`config.mk`:
```
export PLATFORM = sky130hd
export DESIGN_NAME = reg_block
export DESIGN_NICKNAME = d
export VERILOG_FILES = /design/src/rtl/bus_pkg.sv /design/src/rtl/map_pkg.sv /design/src/rtl/reg_block.sv
export SDC_FILE = /design/constraint.sdc
export NUM_CORES = 1
export LEC_CHECK = 0
export ABC_CLOCK_PERIOD_IN_PS = 2700
export BUFFER_PORTS_ARGS = -buffer_cell sky130_fd_sc_hd__buf_2
export CORE_ASPECT_RATIO = 0.7
export CORE_MARGIN = 10
export CORE_UTILIZATION = 29
export CTS_BUF_LIST = sky130_fd_sc_hd__clkbuf_4
export DETAILED_ROUTE_END_ITERATION = 16
export PLACE_DENSITY = 0.44
export REMOVE_ABC_BUFFERS = 1
export SYNTH_ARGS = -nofsm -noshare
export SYNTH_HDL_FRONTEND = slang
export SYNTH_SLANG_ARGS = --single-unit
```
`constraint.sdc`:
```
create_clock -name clk_i -period 2.7 [get_ports clk_i]
set_clock_uncertainty 0.2 [all_clocks]
set_input_delay 0.135 -clock clk_i [delete_from_list [all_inputs] [get_ports clk_i]]
set_output_delay 0.135 -clock clk_i [all_outputs]
set_load 0.05 [all_outputs]
```
`src/rtl/bus_pkg.sv`:
```
// AXI4-Lite bus widths, response codes and the request/response types passed between blocks
package bus_pkg;

    localparam int ADDR_W = 20;
    localparam int DATA_W = 32;
    localparam int STRB_W = DATA_W / 8;
    localparam int BYTE_W = 8;                       // Only byte lane 0 carries data

    localparam int FLAT_PFX_W = 3;
    localparam int FLAT_OFS_W = ADDR_W - FLAT_PFX_W; // 17-bit RAM offset
    localparam int CPU_PFX_W  = 4;
    localparam int CPU_ADDR_W = ADDR_W - CPU_PFX_W;  // 16-bit 6502 address

    localparam logic [1:0] RESP_OKAY   = 2'b00;
    localparam logic [1:0] RESP_SLVERR = 2'b10;
    localparam logic [1:0] RESP_DECERR = 2'b11;

    typedef struct packed {
        logic [FLAT_PFX_W-1:0] prefix;
        logic [FLAT_OFS_W-1:0] offset;
    } flat_view_t;

    typedef struct packed {
        logic [CPU_PFX_W-1:0]  prefix;
        logic [CPU_ADDR_W-1:0] cpu_addr;
    } cpu_view_t;

    // Same 20-bit word, seen as flat RAM offset or as CPU address
    typedef union packed {
        flat_view_t flat;
        cpu_view_t  cpu;
    } bus_addr_u;

    typedef struct packed {
        logic              valid;
        logic              write;
        bus_addr_u         addr;
        logic [BYTE_W-1:0] wdata;
        logic              be;       // Write strobe bit 0
    } axil_req_t;

    typedef struct packed {
        logic [BYTE_W-1:0] rdata;
        logic [1:0]        resp;
    } blk_resp_t;

endpackage

```
`src/rtl/map_pkg.sv`:
```
// PET memory map definitions: region select flags, region encodings and storage sizes
package map_pkg;

    typedef struct packed {
        logic ram_en;
        logic sid_en;
        logic magic_en;
        logic pia1_en;
        logic pia2_en;
        logic via_en;
        logic crtc_en;
        logic io_en;
        logic is_readonly;
        logic is_mirrored;
        logic reg_en;
    } region_sel_t;

    localparam region_sel_t REGION_RAM   = '{ram_en: 1'b1, default: 1'b0};
    localparam region_sel_t REGION_VRAM  = '{ram_en: 1'b1, is_mirrored: 1'b1, default: 1'b0};
    localparam region_sel_t REGION_ROM   = '{ram_en: 1'b1, is_readonly: 1'b1, default: 1'b0};
    localparam region_sel_t REGION_SID   = '{sid_en: 1'b1, default: 1'b0};
    localparam region_sel_t REGION_MAGIC = '{magic_en: 1'b1, default: 1'b0};
    localparam region_sel_t REGION_PIA1  = '{pia1_en: 1'b1, io_en: 1'b1, default: 1'b0};
    localparam region_sel_t REGION_PIA2  = '{pia2_en: 1'b1, io_en: 1'b1, default: 1'b0};
    localparam region_sel_t REGION_VIA   = '{via_en: 1'b1, io_en: 1'b1, default: 1'b0};
    localparam region_sel_t REGION_CRTC  = '{crtc_en: 1'b1, default: 1'b0}; // On-chip, no io_en
    localparam region_sel_t REGION_REG   = '{reg_en: 1'b1, default: 1'b0};

    // Address prefixes picking the access model
    localparam logic [2:0] FLAT_PREFIX = 3'b000;
    localparam logic [2:0] REG_PREFIX  = 3'b010;
    localparam logic [3:0] CPU_PREFIX  = 4'b0010;

    localparam int RAM_BYTES = 131072;
    localparam int RAM_AW    = $clog2(RAM_BYTES);

    localparam logic [15:0] MIRROR_MASK = 16'h0C00; // VRAM mirrors fold onto 8000-83FF

    localparam int REG_COUNT  = 16;
    localparam int REG_IDX_W  = $clog2(REG_COUNT);
    localparam int CRTC_COUNT = 18;
    localparam int CRTC_IDX_W = 5;

endpackage

```
`src/rtl/reg_block.sv`:
```
// On-chip register file plus CRTC index/data pair, served from the REG and CRTC regions
`timescale 1ns/1ps

module reg_block (
    input  logic                 clk_i,
    input  logic                 rst_n_i,
    input  bus_pkg::axil_req_t   req_i,
    input  map_pkg::region_sel_t sel_i,
    output bus_pkg::blk_resp_t   resp_o
);

    logic [bus_pkg::BYTE_W-1:0]     regs      [map_pkg::REG_COUNT];
    logic [bus_pkg::BYTE_W-1:0]     crtc_regs [map_pkg::CRTC_COUNT];
    logic [map_pkg::CRTC_IDX_W-1:0] crtc_idx_q;

    logic [map_pkg::REG_IDX_W-1:0]  reg_idx;
    logic                           is_odd;
    logic                           crtc_hit;
    logic                           wr;
    logic [bus_pkg::BYTE_W-1:0]     rd_data;

    assign reg_idx  = req_i.addr.flat.offset[map_pkg::REG_IDX_W-1:0];
    assign is_odd   = req_i.addr.cpu.cpu_addr[0];                 // Odd selects CRTC data
    assign crtc_hit = (crtc_idx_q < map_pkg::CRTC_COUNT);
    assign wr       = req_i.valid && req_i.write && req_i.be;

    always_comb begin
        rd_data = '0;
        if (sel_i.reg_en) begin
            rd_data = regs[reg_idx];
        end else if (sel_i.crtc_en) begin
            if (!is_odd) rd_data = {{(bus_pkg::BYTE_W - map_pkg::CRTC_IDX_W){1'b0}}, crtc_idx_q};
            else if (crtc_hit) rd_data = crtc_regs[crtc_idx_q];
        end
    end

    always_ff @(posedge clk_i or negedge rst_n_i) begin
        if (!rst_n_i) begin
            for (int i = 0; i < map_pkg::REG_COUNT; i++) regs[i] <= '0;
            for (int i = 0; i < map_pkg::CRTC_COUNT; i++) crtc_regs[i] <= '0;
            crtc_idx_q <= '0;
        end else if (wr) begin
            if (sel_i.reg_en) begin
                regs[reg_idx] <= req_i.wdata;
            end else if (sel_i.crtc_en) begin
                if (!is_odd) crtc_idx_q <= req_i.wdata[map_pkg::CRTC_IDX_W-1:0];
                else if (crtc_hit) crtc_regs[crtc_idx_q] <= req_i.wdata; // Out of range ignored
            end
        end
    end

    always_ff @(posedge clk_i) begin
        if (req_i.valid && (sel_i.reg_en || sel_i.crtc_en)) begin
            resp_o.rdata <= rd_data;
            resp_o.resp  <= bus_pkg::RESP_OKAY;
        end
    end

endmodule

```
==> impl_metrics.ini <==
[status]
status = completed

[power_and_ir_drop]
leakage_uw = 0.007504
p_comb_frac = 0.155
pwr-share-clk = 0.369
power_frac_seq = 0.476
internal-power_uw = 7067
p_sw_frac = 0.2856
irDropWorstVdd_mv = 0.2541
powerDensity_mw_per_mm2 = 628.5
power_switching_uw = 2825

[finish]
multi_input_area_mm2 = 0.005951
area_delta_synth_final_pct = 16.67
final_cells = 1696
nFillCells = 4582
ff_latch_area_mm2 = 0.007176
design_area_mm2 = 0.01574
nets = 1081
drive_above_1_share = 0.5116

[placed_design]
portBuffers = 26
finalWeightedCongestion = 0.8012
dp_cells = 1548
place_hpwl_um = 23370
place_ws_ns = 0.1485
dpl_cell_area_mm2 = 0.01462

[die]
dieArea_mm2 = 0.05568
fp.dieW_um = 277.8
start_util = 0.2917
core_mm2 = 0.04624
rows = 66
die_h_um = 200.5
io_pins = 54

[synthesis]
synth_edf_count = 8
synthTopCellsByCount = mux2_2 (282), dfrtp_1 (277), mux2i_1 (55), clkbuf_1 (31), mux4_2 (28)
netlist_instances = 916
yosys_warnings = 0
synth_top_cell_by_area = dfrtp_1
async_reset_ff_frac = 0.9719
synth_top_area_frac = 0.5138
syn-cell-area_mm2 = 0.01349
yosys_most_used_dff = dfrtp_1
synth.most_common_cell = mux2_2
syn_area_per_cell_um2 = 14.73
synth_seq_cells = 285
synth_area_leaders = dfrtp_1 (51%), mux2_2 (24%), mux4_2 (4.7%)
synth_seq_area_share = 0.5316
ys_types = 57

[hold_path]
min-delay-path-class = in2reg

[worst_setup_path]
critPathKind = reg2reg
critPathArrivalTime_ns = 2.91
required_ns = 3.05
path_cells = buf_12, buf_4, mux2i_1, a221oi_1, a31oi_1, o2111ai_1
crit_slowest_cell = a221oi_1
cp_max_fo = 22
max_stage_delay_ns = 0.61
path_delay_family = compound AO/OA/AOI/OAI gates
worst_setup_path_end_kind = flip-flop
cp.buffers_inverters = 2
critPathLaunchType = flip-flop

[detailed_routing]
dr.pass1.iters = 4
drc = 0
routed_via_density = 4.855
routed_wl_um = 36480
ant_nets = 0
drtIter0Drc = 427
route.vias.total = 8234
routedWlPerCell_um = 21.51

[sta]
final-hold-violation-count = 0
worst_pin_slew_ns = 1.010
setup_ws_ns = 0.1420
rsz0062_at_grt = no
fin_crit_sh = 0.9474
fin_tns_setup_ns = 0
clock.fmax_mhz = 390.9
setup_viol = 0
slew_violations = 0
timing.final.crit_period_ns = 2.558
slew-limit-headroom = 0.3213

[clock_tree]
htree_levels = 3
cts_max_path_buffers = 3
clk_pin_slew_ns = 0.07
cts_tree = done
cts_num_sinks = 285
clk_latency_ns = 0.73
post_cts_buffers = 0
cts_inserted_buffers = 75
clockRootBuffer = clkbuf_4

[grt]
overflow = 0
antenna_found_initial = 4
grt_max_degree = 74
first_global_vias = 8856
grtUsageTotal = 0.1325
grt_pass1_wl_um = 56830

[job]
max_cap_violations = 0
cell families after synthesis:
group	synth area share
AO/OA/AOI/OAI	0.04155
AND/OR/NAND/NOR	0.06548
multiplexers	0.3335
buffers and inverters	0.02754
other	0.0002780
flip-flops	0.5316
layout by cell type, fill, tap and decap left out, drive strengths merged, types with 7 or more instances in the layout:
cell	instances
nor2	27
nor3	7
a22oi	13
mux2i	55
o22ai	8
mux4	30
edfxtp	8
mux2	290
a221o	8
a221oi	8
nor2b	14
a2111oi	8
dlygate4sd3	24
dfrtp	277
clkbuf	109
nand2b	7
buf	86
a31oi	13
nand2	29
nand3	10
worst paths after layout:
check | depth (start not counted) | start | slack (ns) | to
setup / recovery | 6 | crtc_idx_q[0] | 0.14 | resp_o[6]
setup reg to reg | 6 | crtc_idx_q[0] | 0.14 | resp_o[6]
max in group asynchronous | 4 | rst_n_i | 1.13 | regs[44]
hold reg to reg | 1 | crtc_regs[94] | 0.29 | crtc_regs[94]
hold / removal | 4 | req_i[9] | 0.08 | crtc_regs[6]
min in group asynchronous | 3 | rst_n_i | 0.33 | crtc_regs[23]
worst register-to-register path, stage by stage, from the launching register on:
cell and delay (ns):
dfrtp_4 0.58, buf_12 0.20, buf_4 0.21, mux2i_1 0.15
a221oi_1 0.61, a31oi_1 0.22, o2111ai_1 0.22
power by group through the flow:
stage	Combinational [uW]	Clock [uW]	Sequential [uW]
6_report	1530	3650	4710
3_5_place_dp	1500	0	4790
3_3_place_gp	1490	0	4780
5_1_grt	1650	4080	4740
4_1_cts	1540	3850	4710
2_1_floorplan	693	0	4860
registers in the layout, indices dropped and copies added (netlist names):
register / count
crtc_idx_q: 5
crtc_regs: 144
regs: 128
resp_o: 8
repair_timing:
item | 4_1_cts | 5_1_grt
hold endpoints to repair | 552 | 0
gates resized for setup | 0 | 0
hold buffers | 24 | 0
final cells by class:
class,instances,share of cell area
sequential,285,0.4559
multi-input combinational,564,0.3781
timing repair buffer,110,0.06153
clock buffer,109,0.05199
tap,612,0.04865
clock inverter,12,0.003100
antenna,3,0.0004770
inverter,1,0.0002385
routing by layer:
metal | up-vias | global-route usage | share of wire
li1 | 3712 | - | -
met1 | 4323 | 0.2026 | 0.54
met4 | 0 | 0.03738 | 0.016
met3 | 56 | 0.03695 | 0.049
met2 | 143 | 0.1751 | 0.40
met5 | - | 0 | 0
stage by stage:
step | utilization | hold WS, ns | total power (uW)
after global placement | 0.3162 | -0.01827 | 6271
after detailed placement | 0.3162 | -0.01685 | 6287
after floorplan | - | -0.3606 | 5551
final | 0.3403 | 0.08408 | 9892
after global routing | 0.3402 | 0.05146 | 10470
after CTS | 0.3402 | 0.02504 | 10100
Power figures use the tool's default switching activity.
