[src/rtl/bus_pkg.sv]
// AXI4-Lite bus widths, response codes and the request/response types passed between blocks
package bus_pkg;

    localparam int ADDR_W = 20;
    localparam int DATA_W = 32;
    localparam int STRB_W = DATA_W / 8;
    localparam int BYTE_W = 8;                       // Only byte lane 0 carries data

    localparam int FLAT_PFX_W = 3;
    localparam int FLAT_OFS_W = ADDR_W - FLAT_PFX_W; // 17-bit RAM offset
    localparam int CPU_PFX_W  = 4;
    localparam int CPU_ADDR_W = ADDR_W - CPU_PFX_W;  // 16-bit 6502 address

    localparam logic [1:0] RESP_OKAY   = 2'b00;
    localparam logic [1:0] RESP_SLVERR = 2'b10;
    localparam logic [1:0] RESP_DECERR = 2'b11;

    typedef struct packed {
        logic [FLAT_PFX_W-1:0] prefix;
        logic [FLAT_OFS_W-1:0] offset;
    } flat_view_t;

    typedef struct packed {
        logic [CPU_PFX_W-1:0]  prefix;
        logic [CPU_ADDR_W-1:0] cpu_addr;
    } cpu_view_t;

    // Same 20-bit word, seen as flat RAM offset or as CPU address
    typedef union packed {
        flat_view_t flat;
        cpu_view_t  cpu;
    } bus_addr_u;

    typedef struct packed {
        logic              valid;
        logic              write;
        bus_addr_u         addr;
        logic [BYTE_W-1:0] wdata;
        logic              be;       // Write strobe bit 0
    } axil_req_t;

    typedef struct packed {
        logic [BYTE_W-1:0] rdata;
        logic [1:0]        resp;
    } blk_resp_t;

endpackage

[src/rtl/map_pkg.sv]
// PET memory map definitions: region select flags, region encodings and storage sizes
package map_pkg;

    typedef struct packed {
        logic ram_en;
        logic sid_en;
        logic magic_en;
        logic pia1_en;
        logic pia2_en;
        logic via_en;
        logic crtc_en;
        logic io_en;
        logic is_readonly;
        logic is_mirrored;
        logic reg_en;
    } region_sel_t;

    localparam region_sel_t REGION_RAM   = '{ram_en: 1'b1, default: 1'b0};
    localparam region_sel_t REGION_VRAM  = '{ram_en: 1'b1, is_mirrored: 1'b1, default: 1'b0};
    localparam region_sel_t REGION_ROM   = '{ram_en: 1'b1, is_readonly: 1'b1, default: 1'b0};
    localparam region_sel_t REGION_SID   = '{sid_en: 1'b1, default: 1'b0};
    localparam region_sel_t REGION_MAGIC = '{magic_en: 1'b1, default: 1'b0};
    localparam region_sel_t REGION_PIA1  = '{pia1_en: 1'b1, io_en: 1'b1, default: 1'b0};
    localparam region_sel_t REGION_PIA2  = '{pia2_en: 1'b1, io_en: 1'b1, default: 1'b0};
    localparam region_sel_t REGION_VIA   = '{via_en: 1'b1, io_en: 1'b1, default: 1'b0};
    localparam region_sel_t REGION_CRTC  = '{crtc_en: 1'b1, default: 1'b0}; // On-chip, no io_en
    localparam region_sel_t REGION_REG   = '{reg_en: 1'b1, default: 1'b0};

    // Address prefixes picking the access model
    localparam logic [2:0] FLAT_PREFIX = 3'b000;
    localparam logic [2:0] REG_PREFIX  = 3'b010;
    localparam logic [3:0] CPU_PREFIX  = 4'b0010;

    localparam int RAM_BYTES = 131072;
    localparam int RAM_AW    = $clog2(RAM_BYTES);

    localparam logic [15:0] MIRROR_MASK = 16'h0C00; // VRAM mirrors fold onto 8000-83FF

    localparam int REG_COUNT  = 16;
    localparam int REG_IDX_W  = $clog2(REG_COUNT);
    localparam int CRTC_COUNT = 18;
    localparam int CRTC_IDX_W = 5;

endpackage

[src/rtl/address_decoding.sv]
// Combinational PET address decoder; maps a bus address to its region select flags
`timescale 1ns/1ps

module address_decoding (
    input  bus_pkg::bus_addr_u   addr_i,
    output map_pkg::region_sel_t sel_o
);

    // CPU view decode, most specific windows ahead of their enclosing ranges
    map_pkg::region_sel_t cpu_sel;

    always_comb begin
        priority casez (addr_i.cpu.cpu_addr)
            16'b0???_????_????_????: cpu_sel = map_pkg::REGION_RAM;   // 0000-7FFF
            16'b1000_1111_????_????: cpu_sel = map_pkg::REGION_SID;   // 8F00-8FFF
            16'b1000_????_????_????: cpu_sel = map_pkg::REGION_VRAM;  // 8000-8EFF
            16'b1110_1000_0000_????: cpu_sel = map_pkg::REGION_MAGIC; // E800-E80F
            16'b1110_1000_0001_????: cpu_sel = map_pkg::REGION_PIA1;  // E810-E81F
            16'b1110_1000_001?_????: cpu_sel = map_pkg::REGION_PIA2;  // E820-E83F
            16'b1110_1000_01??_????: cpu_sel = map_pkg::REGION_VIA;   // E840-E87F
            16'b1110_1000_1???_????: cpu_sel = map_pkg::REGION_CRTC;  // E880-E8FF
            default:                 cpu_sel = map_pkg::REGION_ROM;   // 9000-E7FF, E900-FFFF
        endcase
    end

    // Prefix selects the access model
    always_comb begin
        if (addr_i.flat.prefix == map_pkg::REG_PREFIX) begin
            sel_o = map_pkg::REGION_REG;
        end else if (addr_i.flat.prefix == map_pkg::FLAT_PREFIX) begin
            sel_o = map_pkg::REGION_RAM;                      // 00000-1FFFF
        end else if (addr_i.cpu.prefix == map_pkg::CPU_PREFIX) begin
            sel_o = cpu_sel;
        end else begin
            sel_o = map_pkg::REGION_ROM;                      // Unmapped prefixes
        end
    end

endmodule

[config.mk]
export PLATFORM = sky130hd
export DESIGN_NAME = address_decoding
export DESIGN_NICKNAME = d
export VERILOG_FILES = /design/src/rtl/bus_pkg.sv /design/src/rtl/map_pkg.sv /design/src/rtl/address_decoding.sv
export SDC_FILE = /design/constraint.sdc
export NUM_CORES = 1
export LEC_CHECK = 0
export BUFFER_PORTS_ARGS = -buffer_cell sky130_fd_sc_hd__clkbuf_2
export CAP_MARGIN = 10
export CORE_AREA = 2 2 39 41
export DETAILED_ROUTE_END_ITERATION = 16
export DIE_AREA = 0 0 41 43
export PLACE_DENSITY_LB_ADDON = 0.08
export REMOVE_ABC_BUFFERS = 1
export SYNTH_ARGS = -nofsm -noshare
export SYNTH_HDL_FRONTEND = slang
export SYNTH_SLANG_ARGS = --single-unit
[constraint.sdc]
create_clock -name vclk -period 1.46
set_input_delay 0.073 -clock vclk [all_inputs]
set_output_delay 0.073 -clock vclk [all_outputs]
set_load 0.02 [all_outputs]
==> results of run 1 <==
## through the flow
step	hold WS, ns	setup slack [ns]	cell area [um^2]	power [W]	setup TNS [ns]
global placement	0.465	-0.193	394	0.0000684	-0.629
CTS	0.473	-0.165	434	0.0000721	-0.387
detailed placement	0.463	-0.211	394	0.0000671	-0.654
finish	0.463	-0.115	470	0.0000813	-0.192
floorplan	0.183	0.0362	201	0.0000214	0
global route	0.474	-0.212	470	0.0000869	-0.760
## cell usage after synthesis
| cell | count |
|---|---|
| a21o_1 | 1 |
| o21ai_0 | 1 |
| or4_4 | 1 |
| nor2_1 | 3 |
| a31oi_1 | 1 |
| nor4b_1 | 1 |
| and3b_1 | 1 |
| nor3_1 | 1 |
| nor3b_1 | 1 |
| nor3b_2 | 1 |
| a311o_1 | 1 |
| nand2_1 | 2 |
| nor4b_4 | 2 |
| and2_1 | 1 |
| nand4_1 | 1 |
| or4b_1 | 1 |
| nor4bb_1 | 2 |
| nor2b_1 | 1 |
| inv_1 | 1 |
## power by group through the flow
stage / Combinational, W / Sequential [W] / Clock (W)
detailed placement: 0.0000671 / 0 / 0
CTS: 0.0000721 / 0 / 0
floorplan: 0.0000214 / 0 / 0
finish: 0.0000813 / 0 / 0
global placement: 0.0000684 / 0 / 0
global route: 0.0000869 / 0 / 0
## how the worst max path moves through the flow
| stage | end | slack (ns) | cells past startpoint |
|---|---|---|---|
| 2_1_floorplan | sel_o[7] | 0.04 | 4 |
| 3_3_place_gp | sel_o[7] | -0.19 | 6 |
| 3_5_place_dp | sel_o[7] | -0.21 | 6 |
| 4_1_cts | sel_o[7] | -0.17 | 6 |
| 5_1_grt | sel_o[7] | -0.21 | 6 |
| 6_report | sel_o[7] | -0.11 | 6 |
## layout by cell type, fill, tap and decap left out, types with 2 or more instances in the layout
cell       n
clkbuf_2  18
nand2_1    2
nor4b_4    2
buf_4     12
nor2_1     3
buf_6      2
## cell type report
| type | instances | area (um^2) | share of cell area |
|---|---|---|---|
| inverters | 1 | 3.75 | 0.00798 |
| multi-input cells | 23 | 216 | 0.460 |
| well taps | 16 | 20.0 | 0.0426 |
| repair buffers | 35 | 230 | 0.489 |
## worst max-delay path, cell delays in order
cell	delay, ns
buf_8	0.10
nor4b_4	0.29
nand2_1	0.11
or4_4	0.54
nor4b_4	0.22
buf_4	0.17
## what timing repair did
| item | 4_1_cts | 5_1_grt |
|---|---|---|
| hold buffers | 0 | 0 |
| pin swaps | 3 | 6 |
| gates resized for setup | 7 | 14 |
| setup buffers | 2 | 1 |
| setup endpoints to repair | 6 | 6 |
## per-layer routing
| layer | global-route usage | vias up |
|---|---|---|
| met5 | 0 | - |
| met4 | 0 | 0 |
| met1 | 0.0918 | 143 |
| met2 | 0.150 | 14 |
| met3 | 0 | 0 |
| li1 | - | 169 |
## logic make-up after synthesis
kind of cell / Yosys count / synth area share
compound gates: 4 / 0.143
buf+inv: 1 / 0.0186
simple gates: 19 / 0.839
==> results.md, run 1 <==
- Width of the die: 41 um
- Hold Path Origin: addr_i[5]
- DR iter-0 viols: 1
- Site row count: 14
- Sequential area share after synthesis: 0
- Vias in the first global route: 274
- Starting density of the core: 0.146
- CLK BUF: 0
- Initial antenna violation count: 0
- Gate power share: 1.000
- Post-DP HPWL: 621 um
- DR pass1 iterations: 2
- Arr. time, crit path: 1.50 ns
- # setup viols final: 3
- Switching power: 0.0000335 W
- Max-slew violations: 0
- Hold path depth: 3
- Layout cells sized above 1: 0.695
- Netlist cell types: 19
- Reg power frac: 0
- VDD IR max: 0.0745 mV
- Placed Cells incl. Taps: 72
- Failing checks: negative setup slack
- Outcome: finished with violations
- Fin cells: 75
- Max Used Layer: met3
- Top post-synthesis cells by area: nor4b_4, nor4bb_1, nor3b_2
- Final worst slack: -0.115 ns
- Period utilization: 1.08
- Peak Freq: 635 MHz
- Gpl congestion: 0.629
- Critical path type: in2out
- Layout sequential cell count: 0
- Input/output buffers: 27
- Die ar.: 1760 um^2
- Final core utilization: 0.340
- Routed wl met3: 62 um
- Leakage: 0.240 nW
- Pint: 0.0000478 W
- Sw frac: 0.412
- Detailed-route wire length on metal 1: 266 um
- Hold Path Sink: sel_o[7]
- Yosys top cell by area: nor4b_4
- CP Capture Type: primary output
- WL/cell: 9.67 um
- Setup crit start: addr_i[18]
- Mean area per synthesized cell: 8.39 um^2
- Unrepaired setup endpoints after global routing: true
- Nets: 81
- PwrDens: 173 nW/um^2
- Startpoint types: input port
- Max-slew headroom: 0.828
- WL final: 725 um
- Largest net degree at the start of global routing: 6
- Syn-to-layout area delta: 134%
- Reg area: 0 um^2
- Post-Synthesis Cells: 24
- Part of the power in the clock network: 0
- Fillers: ~160
- Minimum clock period: 1.57 ns
- Maxcap violations: 0
- Die height: 43 um
- Via count: 326
- Overflow after GRT: 0
- Hold Crit Class: in2out
- IO Count: 31
- Tot GR Track Use: 0.0769
- Antenna-violating nets left: 0
- N_diodes: 0
- Length of routed met2 wiring: 395 um
- Largest fanout on the critical path: 5
- Ys Warns: 0
- First-pass GRT wire length: 1010 um
- Critical Path RT: 1.39 ns
- Syn Std Cell Area: 201 um^2
- Synth top area share: 0.236
- Final hold violations: 0
- Core ar.: 1380 um^2
- Vias per inst: 4.35
- DRC Markers: 0
- Slew of the pin with the lowest slew margin: 0.257 ns
(Power assumes the default switching activity.)
==> run 2: changes to the inputs <==
--- a/config.mk
+++ b/config.mk
@@ -5,11 +5,12 @@
 export SDC_FILE = /design/constraint.sdc
 export NUM_CORES = 1
 export LEC_CHECK = 0
+export ABC_AREA = 1
 export BUFFER_PORTS_ARGS = -buffer_cell sky130_fd_sc_hd__clkbuf_2
 export CAP_MARGIN = 10
-export CORE_AREA = 2 2 39 41
+export CORE_AREA = 5 5 42 44
 export DETAILED_ROUTE_END_ITERATION = 16
-export DIE_AREA = 0 0 41 43
+export DIE_AREA = 0 0 47 49
 export PLACE_DENSITY_LB_ADDON = 0.08
 export REMOVE_ABC_BUFFERS = 1
 export SYNTH_ARGS = -nofsm -noshare
==> results.md, run 2 <==
- Tot GR Track Use: 0.0793 (+0.00238)
- Maxcap violations: 0 (unchanged)
- Site row count: 14 (unchanged)
- Largest fanout on the critical path: 4 (-1)
- Top post-synthesis cells by area: nor2_1, inv_1, nand2_1
- Post-DP HPWL: 879 um (+42%)
- Layout cells sized above 1: 0.370 (-0.325)
- PwrDens: 168 nW/um^2 (-2.9%)
- Netlist cell types: 14 (-5)
- CLK BUF: 0 (unchanged)
- Crit-path leading delay family: simple AND/OR/NAND/NOR gates
- Nets: 122 (+51%)
- Largest net degree at the start of global routing: 6 (unchanged)
- Starting density of the core: 0.245 (+0.0991)
- Width of the die: 47 um (+15%)
- Slowest stage delay, CP: 0.34 ns (-0.20 ns)
- First-pass GRT wire length: 1500 um (+48%)
- Post-Synthesis Cells: 73 (+200%)
- Gpl congestion: 0.753 (+20%)
- Vias in the first global route: 402 (+47%)
- Critical path type: in2out
- Mean area per synthesized cell: 4.70 um^2 (-44%)
- Sequential area share after synthesis: 0 (unchanged)
- Post-route setup TNS: 0 ns (+0.192 ns)
- WL final: 923 um (+27%)
- Crit-path cells: clkbuf_2, nor4_4, inv_2, nor2_1, inv_2, nor2_1, clkbuf_2
- # setup viols final: 0 (-3)
- IO Count: 31 (unchanged)
- Final hold violations: 0 (unchanged)
- Hold Crit Class: in2out
- Max-slew headroom: 0.755 (-0.0734)
- Antenna-violating nets left: 0 (unchanged)
- DR iter-0 viols: 3 (+2)
- DRC Markers: 0 (unchanged)
- Initial antenna violation count: 0 (unchanged)
- CTS resizes: 0 (-7)
- Arr. time, crit path: 1.11 ns (-0.39 ns)
- Layout sequential cell count: 0 (unchanged)
- Yosys top cell by area: nor2_1
- Startpoint types: input port
- Fin Hold WS: 0.507 ns (+0.0443 ns)
- VDD IR max: 0.0520 mV (-30%)
- WL/cell: 7.96 um (-18%)
- Total Power: 0.0000836 W (+2.7%)
- Peak Freq: 845 MHz (+33%)
- Most frequent cells after synthesis: nor2_1, inv_1, nand2_1, nand3_1
- Setup bufs post-CTS: 0 (-2)
- Slowest-stage cell, CP: nor4_4
- Vias per inst: 4.13 (-5.0%)
- Max-slew violations: 0 (unchanged)
- Syn Std Cell Area: 343 um^2 (+70%)
- Period utilization: 0.811 (-0.268)
- Die height: 49 um (+14%)
- Synth top area share: 0.208 (-0.0280)
- Input/output buffers: 27 (unchanged)
- Outcome: finished clean
- Commonest cells after routing, fill and taps aside: clkbuf_2, nor2_1, inv_1, nand2_1, nand3_1
- Ys Warns: 0 (unchanged)
- Slew of the pin with the lowest slew margin: 0.365 ns (+0.108 ns)
- Reg area: 0 um^2 (unchanged)
- Leakage: 0.303 nW (+26%)
- CP Capture Type: primary output
- WP buf/inv: 4 (+2)
- DR pass1 iterations: 4 (+2)
- Commonest non-fill, non-tap cell in the layout: clkbuf_2
- Core ar.: 1400 um^2 (+1.3%)
- Most common cell in the synthesized netlist: nor2_1
- Die ar.: 2300 um^2 (+31%)
- Critical Path RT: 1.39 ns (about the same)
- Unrepaired setup endpoints after global routing: false
- Minimum clock period: 1.18 ns (-0.391 ns)
- Overflow after GRT: 0 (unchanged)
- Via count: 479 (+47%)
- Syn-to-layout area delta: 45.3%
- CTS Hold Bufs: 0 (unchanged)
- N_diodes: 0 (unchanged)
[run 2: cell count changes after synthesis, sizes merged, moves of 2 or more]
cell / delta
nand2: +16
nand3: +6
nor3b: -2
nor2: +18
nor4b: -3
nor4bb: -2
inv: +19
[run 2: layout make-up]
class,instances,area [um^2]
multi-input cells,53,268
fillers,187,903
repair buffers,27,135
well taps,16,20.0
inverters,20,75.1
[run 2: path summary, 6_finish.rpt]
kind	start	endpoint	cells past startpoint
max	addr_i[16]	sel_o[8]	7
min	addr_i[18]	sel_o[0]	4
[run 2: metal layers]
metal	routed length, um	global-route usage	up-vias	share of wire
met3	76	0	0	0.082
met1	384	0.100	195	0.42
met4	0	0	0	0
met5	0	0	-	0
li1	-	-	270	-
met2	462	0.152	14	0.50
[run 2: metrics by stage]
step	cell area (um^2)	util	instances	setup WS, ns
after floorplan	343	-	73	0.322
after global placement	498	0.355	116	0.266
after detailed placement	498	0.355	116	0.241
after CTS	498	0.355	116	0.241
after global routing	498	0.355	116	0.0629
final	498	0.355	116	0.276
[run 2: tightest hold or removal path, stage by stage]
cell and delay, ns:
clkbuf_2 0.11, inv_1 0.05, nor2_1 0.05, clkbuf_2 0.15
[run 2: cell families (layout without fill, tap and decap cells)]
group | after synthesis | after routing | share of synthesized area
AND/OR/NAND/NOR | 50 | 50 | 0.730
AO/OA/AOI/OAI | 3 | 3 | 0.0511
buffers and inverters | 20 | 47 | 0.219
[run 2: power breakdown]
| part | switching [W] | internal, W | leakage [nW] |
|---|---|---|---|
| logic | 0.0000494 | 0.0000342 | 0.303 |
| registers | 0 | 0 | 0 |
| clock network | 0 | 0 | 0 |
