File: src/rtl/bus_pkg.sv
// AXI4-Lite bus widths, response codes and the request/response types passed between blocks
package bus_pkg;

    localparam int ADDR_W = 20;
    localparam int DATA_W = 32;
    localparam int STRB_W = DATA_W / 8;
    localparam int BYTE_W = 8;                       // Only byte lane 0 carries data

    localparam int FLAT_PFX_W = 3;
    localparam int FLAT_OFS_W = ADDR_W - FLAT_PFX_W; // 17-bit RAM offset
    localparam int CPU_PFX_W  = 4;
    localparam int CPU_ADDR_W = ADDR_W - CPU_PFX_W;  // 16-bit 6502 address

    localparam logic [1:0] RESP_OKAY   = 2'b00;
    localparam logic [1:0] RESP_SLVERR = 2'b10;
    localparam logic [1:0] RESP_DECERR = 2'b11;

    typedef struct packed {
        logic [FLAT_PFX_W-1:0] prefix;
        logic [FLAT_OFS_W-1:0] offset;
    } flat_view_t;

    typedef struct packed {
        logic [CPU_PFX_W-1:0]  prefix;
        logic [CPU_ADDR_W-1:0] cpu_addr;
    } cpu_view_t;

    // Same 20-bit word, seen as flat RAM offset or as CPU address
    typedef union packed {
        flat_view_t flat;
        cpu_view_t  cpu;
    } bus_addr_u;

    typedef struct packed {
        logic              valid;
        logic              write;
        bus_addr_u         addr;
        logic [BYTE_W-1:0] wdata;
        logic              be;       // Write strobe bit 0
    } axil_req_t;

    typedef struct packed {
        logic [BYTE_W-1:0] rdata;
        logic [1:0]        resp;
    } blk_resp_t;

endpackage

File: src/rtl/map_pkg.sv
// PET memory map definitions: region select flags, region encodings and storage sizes
package map_pkg;

    typedef struct packed {
        logic ram_en;
        logic sid_en;
        logic magic_en;
        logic pia1_en;
        logic pia2_en;
        logic via_en;
        logic crtc_en;
        logic io_en;
        logic is_readonly;
        logic is_mirrored;
        logic reg_en;
    } region_sel_t;

    localparam region_sel_t REGION_RAM   = '{ram_en: 1'b1, default: 1'b0};
    localparam region_sel_t REGION_VRAM  = '{ram_en: 1'b1, is_mirrored: 1'b1, default: 1'b0};
    localparam region_sel_t REGION_ROM   = '{ram_en: 1'b1, is_readonly: 1'b1, default: 1'b0};
    localparam region_sel_t REGION_SID   = '{sid_en: 1'b1, default: 1'b0};
    localparam region_sel_t REGION_MAGIC = '{magic_en: 1'b1, default: 1'b0};
    localparam region_sel_t REGION_PIA1  = '{pia1_en: 1'b1, io_en: 1'b1, default: 1'b0};
    localparam region_sel_t REGION_PIA2  = '{pia2_en: 1'b1, io_en: 1'b1, default: 1'b0};
    localparam region_sel_t REGION_VIA   = '{via_en: 1'b1, io_en: 1'b1, default: 1'b0};
    localparam region_sel_t REGION_CRTC  = '{crtc_en: 1'b1, default: 1'b0}; // On-chip, no io_en
    localparam region_sel_t REGION_REG   = '{reg_en: 1'b1, default: 1'b0};

    // Address prefixes picking the access model
    localparam logic [2:0] FLAT_PREFIX = 3'b000;
    localparam logic [2:0] REG_PREFIX  = 3'b010;
    localparam logic [3:0] CPU_PREFIX  = 4'b0010;

    localparam int RAM_BYTES = 131072;
    localparam int RAM_AW    = $clog2(RAM_BYTES);

    localparam logic [15:0] MIRROR_MASK = 16'h0C00; // VRAM mirrors fold onto 8000-83FF

    localparam int REG_COUNT  = 16;
    localparam int REG_IDX_W  = $clog2(REG_COUNT);
    localparam int CRTC_COUNT = 18;
    localparam int CRTC_IDX_W = 5;

endpackage

File: src/rtl/resp_merge.sv
// Selects the serving block's result for the front end, or builds DECERR for unbacked regions
`timescale 1ns/1ps

module resp_merge (
    input  logic                 clk_i,
    input  logic                 rst_n_i,
    input  bus_pkg::axil_req_t   req_i,
    input  map_pkg::region_sel_t sel_i,
    input  bus_pkg::blk_resp_t   mem_i,
    input  bus_pkg::blk_resp_t   regs_i,
    output logic                 done_o,
    output bus_pkg::blk_resp_t   resp_o
);

    map_pkg::region_sel_t sel_q;
    logic                 valid_q;

    // Delayed to line up with the registered block outputs
    always_ff @(posedge clk_i or negedge rst_n_i) begin
        if (!rst_n_i) begin
            valid_q <= 1'b0;
        end else begin
            valid_q <= req_i.valid;
        end
    end

    always_ff @(posedge clk_i) begin
        if (req_i.valid) sel_q <= sel_i;
    end

    assign done_o = valid_q;

    always_comb begin
        if (sel_q.ram_en) begin
            resp_o = mem_i;
        end else if (sel_q.reg_en || sel_q.crtc_en) begin
            resp_o = regs_i;
        end else begin
            resp_o = '{rdata: '0, resp: bus_pkg::RESP_DECERR}; // SID, MAGIC, PIA, VIA
        end
    end

endmodule

File: config.mk
export PLATFORM = sky130hd
export DESIGN_NAME = resp_merge
export DESIGN_NICKNAME = d
export VERILOG_FILES = /design/src/rtl/bus_pkg.sv /design/src/rtl/map_pkg.sv /design/src/rtl/resp_merge.sv
export SDC_FILE = /design/constraint.sdc
export NUM_CORES = 1
export LEC_CHECK = 0
export BUFFER_PORTS_ARGS = -buffer_cell sky130_fd_sc_hd__buf_4
export CAP_MARGIN = 20
export CORE_UTILIZATION = 21
export CTS_CLUSTER_DIAMETER = 150
export DETAILED_ROUTE_END_ITERATION = 6
export GPL_TIMING_DRIVEN = 1
export PLACE_DENSITY = 0.82
export SYNTH_ARGS = -nofsm -noshare
export SYNTH_HDL_FRONTEND = slang
export SYNTH_SLANG_ARGS = --single-unit
File: constraint.sdc
create_clock -name clk_i -period 2.1 [get_ports clk_i]
set_input_delay 0.105 -clock clk_i [delete_from_list [all_inputs] [get_ports clk_i]]
set_output_delay 0.105 -clock clk_i [all_outputs]
set_load 0.02 [all_outputs]
==> run_results.csv, run 1 <==
group,metric,value,unit
final_layout,final_common_cell,"buf_4",
yosys,ys_seq_elements,4,
clock_network,cts.clk_slew.worst_paths,0.04,ns
setup_path,critical_path_required,2.00,ns
route,drc_errors,0,
timing,worst_pin_slew,0.534,ns
setup_path,crit_path_end_kind,"output pin",
timing,post-route-period-util,71.3,%
global_route,antenna_found_initial,0,
yosys,ys_warn_count,0,
setup_path,cp_slowest_cell,"edfxtp_1",
outcome,outcome,"finished, final reports clean",
floorplanning,start_util,23.9,%
yosys,syn-num-nets,99,
clock_network,cts_htree_levels,1,
route,drtPass1Iterations,4,
timing,max_freq,668,MHz
floorplanning,die-area,1480,sq um
final_layout,nNetsFinal,139,
route,drt.antenna.violating_nets,0,
clock_network,cts.sinks,4,
place,place_ws,0.852,ns
timing,finalHoldViolations,0,
setup_path,cp_max_fo,20,
place,numPortBuffers,36,
route,via_count,403,
yosys,syn_avg_cell_area,8.01,sq um
global_route,grt_pass1_wl,1.34,mm
yosys,netlist_area,280,sq um
place,dp_hpwl,697,um
timing,fin_crit,1.50,ns
global_route,gr-usage-all-layers,13.3,%
timing,setup_viol,0,
final_layout,finalInstanceArea,586,sq um
power,vdd_drop_max,0.295,mV
global_route,grt_pass1_vias,360,
global_route,overflow,0,
yosys,ys_types,10,
final_layout,layout_common_cells,"36 x buf_4, 14 x o21ai_0, 8 x nand2_1",
setup_path,path_class,"reg -> out",
timing,setup-tns-final,0,ns
hold_path,hold_path.class,"in -> reg",
timing,hold-worst-slack,0.0187,ns
setup_path,arrival,1.39,ns
final_layout,antennaDiodeCount,0,
floorplanning,chipWidth,38.5,um
route,wl_per_cell,10.3,um
yosys,syn_inst,35,
final_layout,area_delta_synth_final,109,%
clock_network,cts_resized,0,
final_layout,drive_gt1_share,54.1,%
setup_path,crit_chain,"o31a_1 -> buf_4",
setup_path,critPathMaxStageDelay,0.61,ns
timing,drv_slew,0,
floorplanning,io_pins,75,
clock_network,cts_root_buf,"clkbuf_4",
timing,setup_slack,0.603,ns
timing,rsz0062_at_grt,"false",
clock_network,clockBufferDepth,2,
setup_path,worstSetupStartpoint,"sel_q[10]",
clock_network,cts_made_buffers,3,
setup_path,crit_path_end,"resp_o[0]",
place,placed_area,549,sq um
power,power_density,562,nW/um^2
route,drt-vias-per-instance,4.58,
timing,relSlewSlack,64.4,%
power,total_power,329,uW
place,gp_congestion,0.627,
setup_path,critPathLaunchType,"register",
clock_network,cts_tree,"done",
floorplanning,placementRows,12,
route,drt-initial-drc-count,4,
floorplanning,core-area,1170,sq um
power,leakagePower,0.282,nW
route,wl,906,um
floorplanning,die_h,38.5,um
global_route,grt_max_degree,21,
yosys,ys_seq_area_share,41.1,%
flow_run,drv_cap,0,
[synth_stat cells (all sizes together)]
master | instances | area [sq um]
o21ai | 16 | 80.1
nand2 | 8 | 30.0
edfxtp | 3 | 90.1
buf | 2 | 18.8
nand2b | 2 | 12.5
o31a | 2 | 17.5
dfrtp | 1 | 25.0
nor2 | 1 | 6.26
[layer usage]
| metal | wire length, um | share of wire, % | global-route usage [%] |
|---|---|---|---|
| met1 | 330 | 36 | 11.9 |
| met3 | 90 | 9.9 | 1.16 |
| met2 | 485 | 54 | 26.7 |
| met4 | 0 | 0 | 9.48 |
| met5 | 0 | 0 | 0 |
[through the flow]
stage / instances / utilization, %
6_report: 88 / 50.0
5_1_grt: 88 / 50.0
4_1_cts: 88 / 50.0
3_5_place_dp: 83 / 46.9
3_3_place_gp: 83 / 46.9
2_1_floorplan: 35 / -
[cell families (layout without fill, tap and decap cells)]
kind of cell	count (synthesis)	in the layout	synth area share, %
AOI/OAI and AO/OA	18	18	34.8
DFF	4	4	41.1
buffers and inverters	2	41	6.70
and+or+nand+nor	11	11	17.4
[worst max-delay path: cells and delay by family, from the launching register on]
family	cells	cell delay (ns)
buf+inv	1	0.16
flops	1	0.61
compound gates	1	0.39
[flip-flops by register name, indices dropped and copies added, names as in the netlist]
name / flops
done_o: 1
sel_q: 3
[where the power goes]
group          internal (mW)  leakage (nW)  total [mW]  switching (mW)
Combinational         0.0672         0.226       0.119          0.0515
Sequential            0.0924        0.0410       0.106          0.0139
Clock                 0.0714        0.0150       0.104          0.0328
[repair_timing]
item | 4_1_cts | 5_1_grt
hold buffers | 1 | 0
setup endpoints to repair | 0 | 0
endpoints found under the hold margin | 1 | 0
buffers inserted | 0 | 0
[worst min path at each step]
stage | from | end | slack (ns) | cells after the start
floorplan | rst_n_i | done_o | -0.19 | 0
global placement | rst_n_i | done_o | -0.12 | 1
detailed placement | rst_n_i | done_o | -0.12 | 1
CTS | req_i[30] | done_o | 0.007 | 1
global route | req_i[30] | done_o | 0.01 | 1
finish | req_i[30] | done_o | 0.02 | 1
[cell type report]
cell class / count / area (sq um)
flip-flops and latches: 4 / 115
repair buffers: 37 / 280
well taps: 14 / 17.5
fillers: 120 / 586
multi-input cells: 29 / 146
clock buffers: 4 / 26.3
Power figures use the tool's default switching activity.
==> run 2: changes to the inputs <==
--- a/config.mk
+++ b/config.mk
@@ -7,11 +7,11 @@
 export LEC_CHECK = 0
 export BUFFER_PORTS_ARGS = -buffer_cell sky130_fd_sc_hd__buf_4
 export CAP_MARGIN = 20
-export CORE_UTILIZATION = 21
+export CORE_UTILIZATION = 19
 export CTS_CLUSTER_DIAMETER = 150
 export DETAILED_ROUTE_END_ITERATION = 6
 export GPL_TIMING_DRIVEN = 1
-export PLACE_DENSITY = 0.82
+export PLACE_DENSITY = 0.75
 export SYNTH_ARGS = -nofsm -noshare
 export SYNTH_HDL_FRONTEND = slang
 export SYNTH_SLANG_ARGS = --single-unit
==> constraint.sdc (replaced) <==
create_clock -name clk_i -period 1.4 [get_ports clk_i]
set_input_delay 0.07 -clock clk_i [delete_from_list [all_inputs] [get_ports clk_i]]
set_output_delay 0.07 -clock clk_i [all_outputs]
set_load 0.02 [all_outputs]
==> run 2 against run 1 <==
Sequential cell count did not move. Via count rose by 4.5%. Total power rose by 60%. Utilization fell by 1.3 points. Critical path depth rose by 1. First-iteration DRC count fell by 25%. Sequential power rose by 43%. Global-route usage fell by 0.67 points. Largest cell class unchanged. Largest power group unchanged.
==> run_results.csv, run 2 (synthesis results as in run 1) <==
group,metric,value,unit
floorplanning,placementRows,13,
route,wl,960,um
floorplanning,core-area,1330,sq um
timing,setup_slack,0.0937,ns
timing,relSlewSlack,82.3,%
floorplanning,chipWidth,40.4,um
timing,rsz0062_at_grt,"false",
power,vdd_drop_max,0.718,mV
route,drtPass1Iterations,2,
global_route,grt_pass1_wl,1.29,mm
floorplanning,start_util,21.0,%
setup_path,worstSetupStartpoint,"sel_q[10]",
setup_path,path_class,"reg -> out",
timing,setup_viol,0,
final_layout,nNetsFinal,146,
setup_path,crit_top_cell,"buf_4",
hold_path,hold_path.class,"in -> async",
final_layout,finalInstanceArea,649,sq um
clock_network,clockBufferDepth,2,
place,place_ws,0.218,ns
final_layout,final_common_cell,"buf_4",
global_route,grt_max_degree,10,
clock_network,cts.sinks,4,
clock_network,cts.clk_slew.worst_paths,0.04,ns
route,drt-vias-per-instance,4.39,
final_layout,layout_common_cells,"39 x buf_4, 14 x o21ai_0, 8 x nand2_1",
clock_network,cts_resized,0,
place,gp_congestion,0.653,
global_route,grt_pass1_vias,333,
timing,fin_crit,1.31,ns
timing,finalHoldViolations,0,
power,leakagePower,0.313,nW
route,via_count,421,
timing,max_freq,765,MHz
setup_path,path_buf_inv,2,
clock_network,cts_htree_levels,1,
timing,drv_slew,0,
floorplanning,die_h,40.4,um
outcome,outcome,"finished, final reports clean",
floorplanning,die-area,1630,sq um
timing,worst_pin_slew,0.265,ns
setup_path,crit_family,"flip-flops",
route,drt-initial-drc-count,3,
final_layout,largest_reg_flops,3,
final_layout,antennaDiodeCount,0,
setup_path,crit_path_end_kind,"output pin",
setup_path,critPathLaunchType,"register",
setup_path,cp_slowest_cell,"edfxtp_1",
route,drt.antenna.violating_nets,0,
clock_network,cts_made_buffers,3,
floorplanning,io_pins,75,
setup_path,arrival,1.24,ns
timing,post-route-period-util,93.3,%
setup_path,critPathMaxStageDelay,0.45,ns
flow_run,drv_cap,0,
power,total_power,526,uW
clock_network,cts_root_buf,"clkbuf_4",
setup_path,crit_chain,"buf_4 -> o21ai_0 -> buf_4",
final_layout,drive_gt1_share,53.1,%
global_route,overflow,0,
setup_path,critical_path_required,1.33,ns
final_layout,final_core_util,48.7,%
global_route,antenna_found_initial,0,
global_route,gr-usage-all-layers,12.6,%
place,numPortBuffers,36,
final_layout,regMostFlops,"sel_q",
clock_network,cts_tree,"done",
timing,setup-tns-final,0,ns
place,placed_area,558,sq um
power,power_density,809,nW/um^2
final_layout,area_delta_synth_final,132,%
route,drc_errors,0,
setup_path,cp_max_fo,8,
route,wl_per_cell,10.0,um
run 2: cell count changes in the layout (fill, tap and decap cells not counted), sizes merged:
cell,before,now
dlygate4sd3,1,5
buf,36,39
run 2: final cells by class:
class,instances,area (sq um)
clock buffer,4,26.3
fill,132,684
multi-input combinational,29,146
sequential,4,115
tap,15,18.8
timing repair buffer,44,343
run 2: where the power goes:
| part | leakage [nW] | switching [mW] | total [mW] | internal [mW] |
|---|---|---|---|---|
| Combinational | 0.257 | 0.0872 | 0.203 | 0.116 |
| Sequential | 0.0410 | 0.0138 | 0.152 | 0.138 |
| Clock | 0.0150 | 0.0622 | 0.170 | 0.108 |
| Total | 0.313 | 0.163 | 0.526 | 0.362 |
run 2: timing repair:
item                                    CTS  global route
setup buffers                             1             1
hold buffers                              5             0
endpoints found under the setup margin    4             4
hold endpoints to repair                  5             0
run 2: stage by stage:
| step | hold slack (ns) | instances |
|---|---|---|
| 2_1_floorplan | -0.226 | 35 |
| 3_3_place_gp | -0.154 | 85 |
| 3_5_place_dp | -0.152 | 85 |
| 4_1_cts | 0.133 | 95 |
| 5_1_grt | 0.156 | 96 |
| 6_report | 0.146 | 96 |
run 2: path summary, 6_finish.rpt:
kind	to	cells after the start
setup / recovery	resp_o[4]	3
hold / removal	done_o	2
max in group asynchronous	done_o	2
min in group clk_i	resp_o[8]	4
run 2: per-layer routing:
| layer | global-route usage (%) | up-vias | part of all wire, % |
|---|---|---|---|
| met4 | 10.0 | 0 | 1.9 |
| li1 | - | 217 | - |
| met3 | 3.33 | 2 | 9.0 |
| met5 | 0 | - | 0 |
| met2 | 21.4 | 26 | 53 |
| met1 | 12.9 | 176 | 37 |
==> run 3: changes to the inputs <==
--- a/config.mk
+++ b/config.mk
@@ -5,7 +5,7 @@
 export SDC_FILE = /design/constraint.sdc
 export NUM_CORES = 1
 export LEC_CHECK = 0
-export BUFFER_PORTS_ARGS = -buffer_cell sky130_fd_sc_hd__buf_4
+export BUFFER_PORTS_ARGS = -buffer_cell sky130_fd_sc_hd__clkbuf_2
 export CAP_MARGIN = 20
 export CORE_UTILIZATION = 19
 export CTS_CLUSTER_DIAMETER = 150
==> run 3 against run 2 <==
Global-route usage fell by 1.5 points. Worst setup slack improved by 0.012 ns. Die area did not move. Total power fell by 11%. Critical path depth did not move. Clock power fell by 8%. Sequential power barely moved. Sequential share of layout area rose by 4.0 points. Critical path type unchanged. Largest power group unchanged. Highest routed layer is now met3.
==> run_results.csv, run 3 (synthesis results as in run 1) <==
group,metric,value,unit
outcome,outcome,"finished, final reports clean",
final_layout,area_delta_synth_final,88.8,%
route,drc_errors,0,
power,comb_power_share,34.2,%
clock_network,cts_tree,"done",
setup_path,crit_chain,"buf_4 -> o21ai_0 -> clkbuf_2",
final_layout,final_common_cell,"clkbuf_2",
place,gp_congestion,0.677,
setup_path,path_buf_inv,2,
hold_path,hold_depth,1,
hold_path,min_from,"sel_i[4]",
clock_network,cts_htree_levels,1,
setup_path,cp_slowest_cell,"edfxtp_1",
route,via_count,405,
setup_path,critPathLaunchType,"register",
route,drt-initial-drc-count,6,
timing,drv_slew,0,
floorplanning,die-area,1630,sq um
floorplanning,core-area,1330,sq um
timing,hold-worst-slack,0.0131,ns
floorplanning,io_pins,75,
clock_network,clockBufferDepth,2,
clock_network,cts_root_buf,"clkbuf_4",
global_route,antenna_found_initial,0,
setup_path,critPathMaxStageDelay,0.44,ns
global_route,grt_pass1_vias,332,
floorplanning,chipWidth,40.4,um
final_layout,drive_gt1_share,55.1,%
final_layout,nNetsFinal,143,
global_route,overflow,0,
route,drt.antenna.violating_nets,0,
clock_network,cts.sinks,4,
timing,setup-tns-final,0,ns
timing,fin_crit,1.29,ns
global_route,gr-usage-all-layers,11.1,%
place,numPortBuffers,36,
power,clockPowerShare,33.3,%
power,p_int,320,uW
setup_path,crit_family,"flip-flops",
power,leakagePower,0.277,nW
setup_path,critical_path_required,1.33,ns
route,drtPass1Iterations,4,
final_layout,fill_cells,149,
power,p_switching,149,uW
floorplanning,placementRows,13,
power,p_seq_share,32.4,%
timing,relSlewSlack,82.4,%
setup_path,cp_max_fo,12,
hold_path,min_to,"sel_q[4]",
timing,rsz0062_at_grt,"false",
setup_path,path_class,"reg -> out",
timing,post-route-period-util,92.5,%
power,power_density,885,nW/um^2
flow_run,drv_cap,0,
power,total_power,468,uW
setup_path,crit_path_end_kind,"output pin",
route,drt-vias-per-instance,4.35,
power,swShare,31.7,%
timing,worst_pin_slew,0.264,ns
place,dp_hpwl,671,um
final_layout,layout_common_cells,"34 x clkbuf_2, 14 x o21ai_0, 8 x nand2_1",
clock_network,cts.clk_slew.worst_paths,0.04,ns
clock_network,cts_made_buffers,3,
hold_path,hold_path.class,"in -> reg",
global_route,grt_max_degree,13,
floorplanning,die_h,40.4,um
setup_path,crit_cells,3,
floorplanning,start_util,21.0,%
timing,finalHoldViolations,0,
setup_path,worstSetupStartpoint,"sel_q[10]",
route,wl,897,um
timing,max_freq,773,MHz
power,vdd_drop_max,0.492,mV
setup_path,arrival,1.22,ns
route,wl_per_cell,9.65,um
final_layout,antennaDiodeCount,0,
final_layout,regMostFlops,"sel_q",
timing,setup_viol,0,
global_route,grt_pass1_wl,1.12,mm
final_layout,largest_reg_flops,3,
[run 3: changes by cell type in the layout (fill, tap and decap cells not counted), sizes merged]
cell and change:
buf -34, clkbuf +34, dlygate4sd3 -3
[run 3: layer usage]
layer / part of all wire (%) / track usage [%]
met1: 38 / 7.21
met2: 55 / 22.2
met3: 6.9 / 3.33
met4: 0 / 11.7
met5: 0 / 0
[run 3: through the flow]
stage	cells	setup slack, ns	instance area, sq um	utilization [%]
after floorplan	35	0.303	280	-
after global placement	85	0.277	468	35.1
after detailed placement	85	0.241	468	35.1
after CTS	93	0.0761	529	39.7
after global routing	93	0.00752	529	39.7
final	93	0.106	529	39.7
[run 3: power by group through the flow]
stage / clock network [mW] / registers (mW) / logic, mW
2_1_floorplan: 0 / 0.150 / 0.0867
3_3_place_gp: 0 / 0.156 / 0.144
3_5_place_dp: 0 / 0.157 / 0.148
4_1_cts: 0.164 / 0.153 / 0.161
5_1_grt: 0.168 / 0.154 / 0.176
6_report: 0.156 / 0.152 / 0.160
[run 3: timing repair]
| item | 4_1_cts | 5_1_grt |
|---|---|---|
| setup endpoints to repair | 2 | 2 |
| setup buffers | 2 | 0 |
| resized for setup | 0 | 2 |
| endpoints found under the hold margin | 2 | 0 |
| hold buffers | 2 | 0 |
| gates cloned | 0 | 0 |
[run 3: final cells by class]
class	instances	area (sq um)	share of cell area, %
well taps	15	18.8	3.55
repair buffers	41	223	42.1
multi-input cells	29	146	27.7
flip-flops and latches	4	115	21.7
clock buffers	4	26.3	4.96
[run 3: how the worst max path moves through the flow]
stage	endpoint	slack (ns)
2_1_floorplan	resp_o[2]	0.30
5_1_grt	resp_o[5]	0.008
3_3_place_gp	resp_o[2]	0.28
3_5_place_dp	resp_o[9]	0.24
4_1_cts	resp_o[9]	0.08
6_report	resp_o[6]	0.11
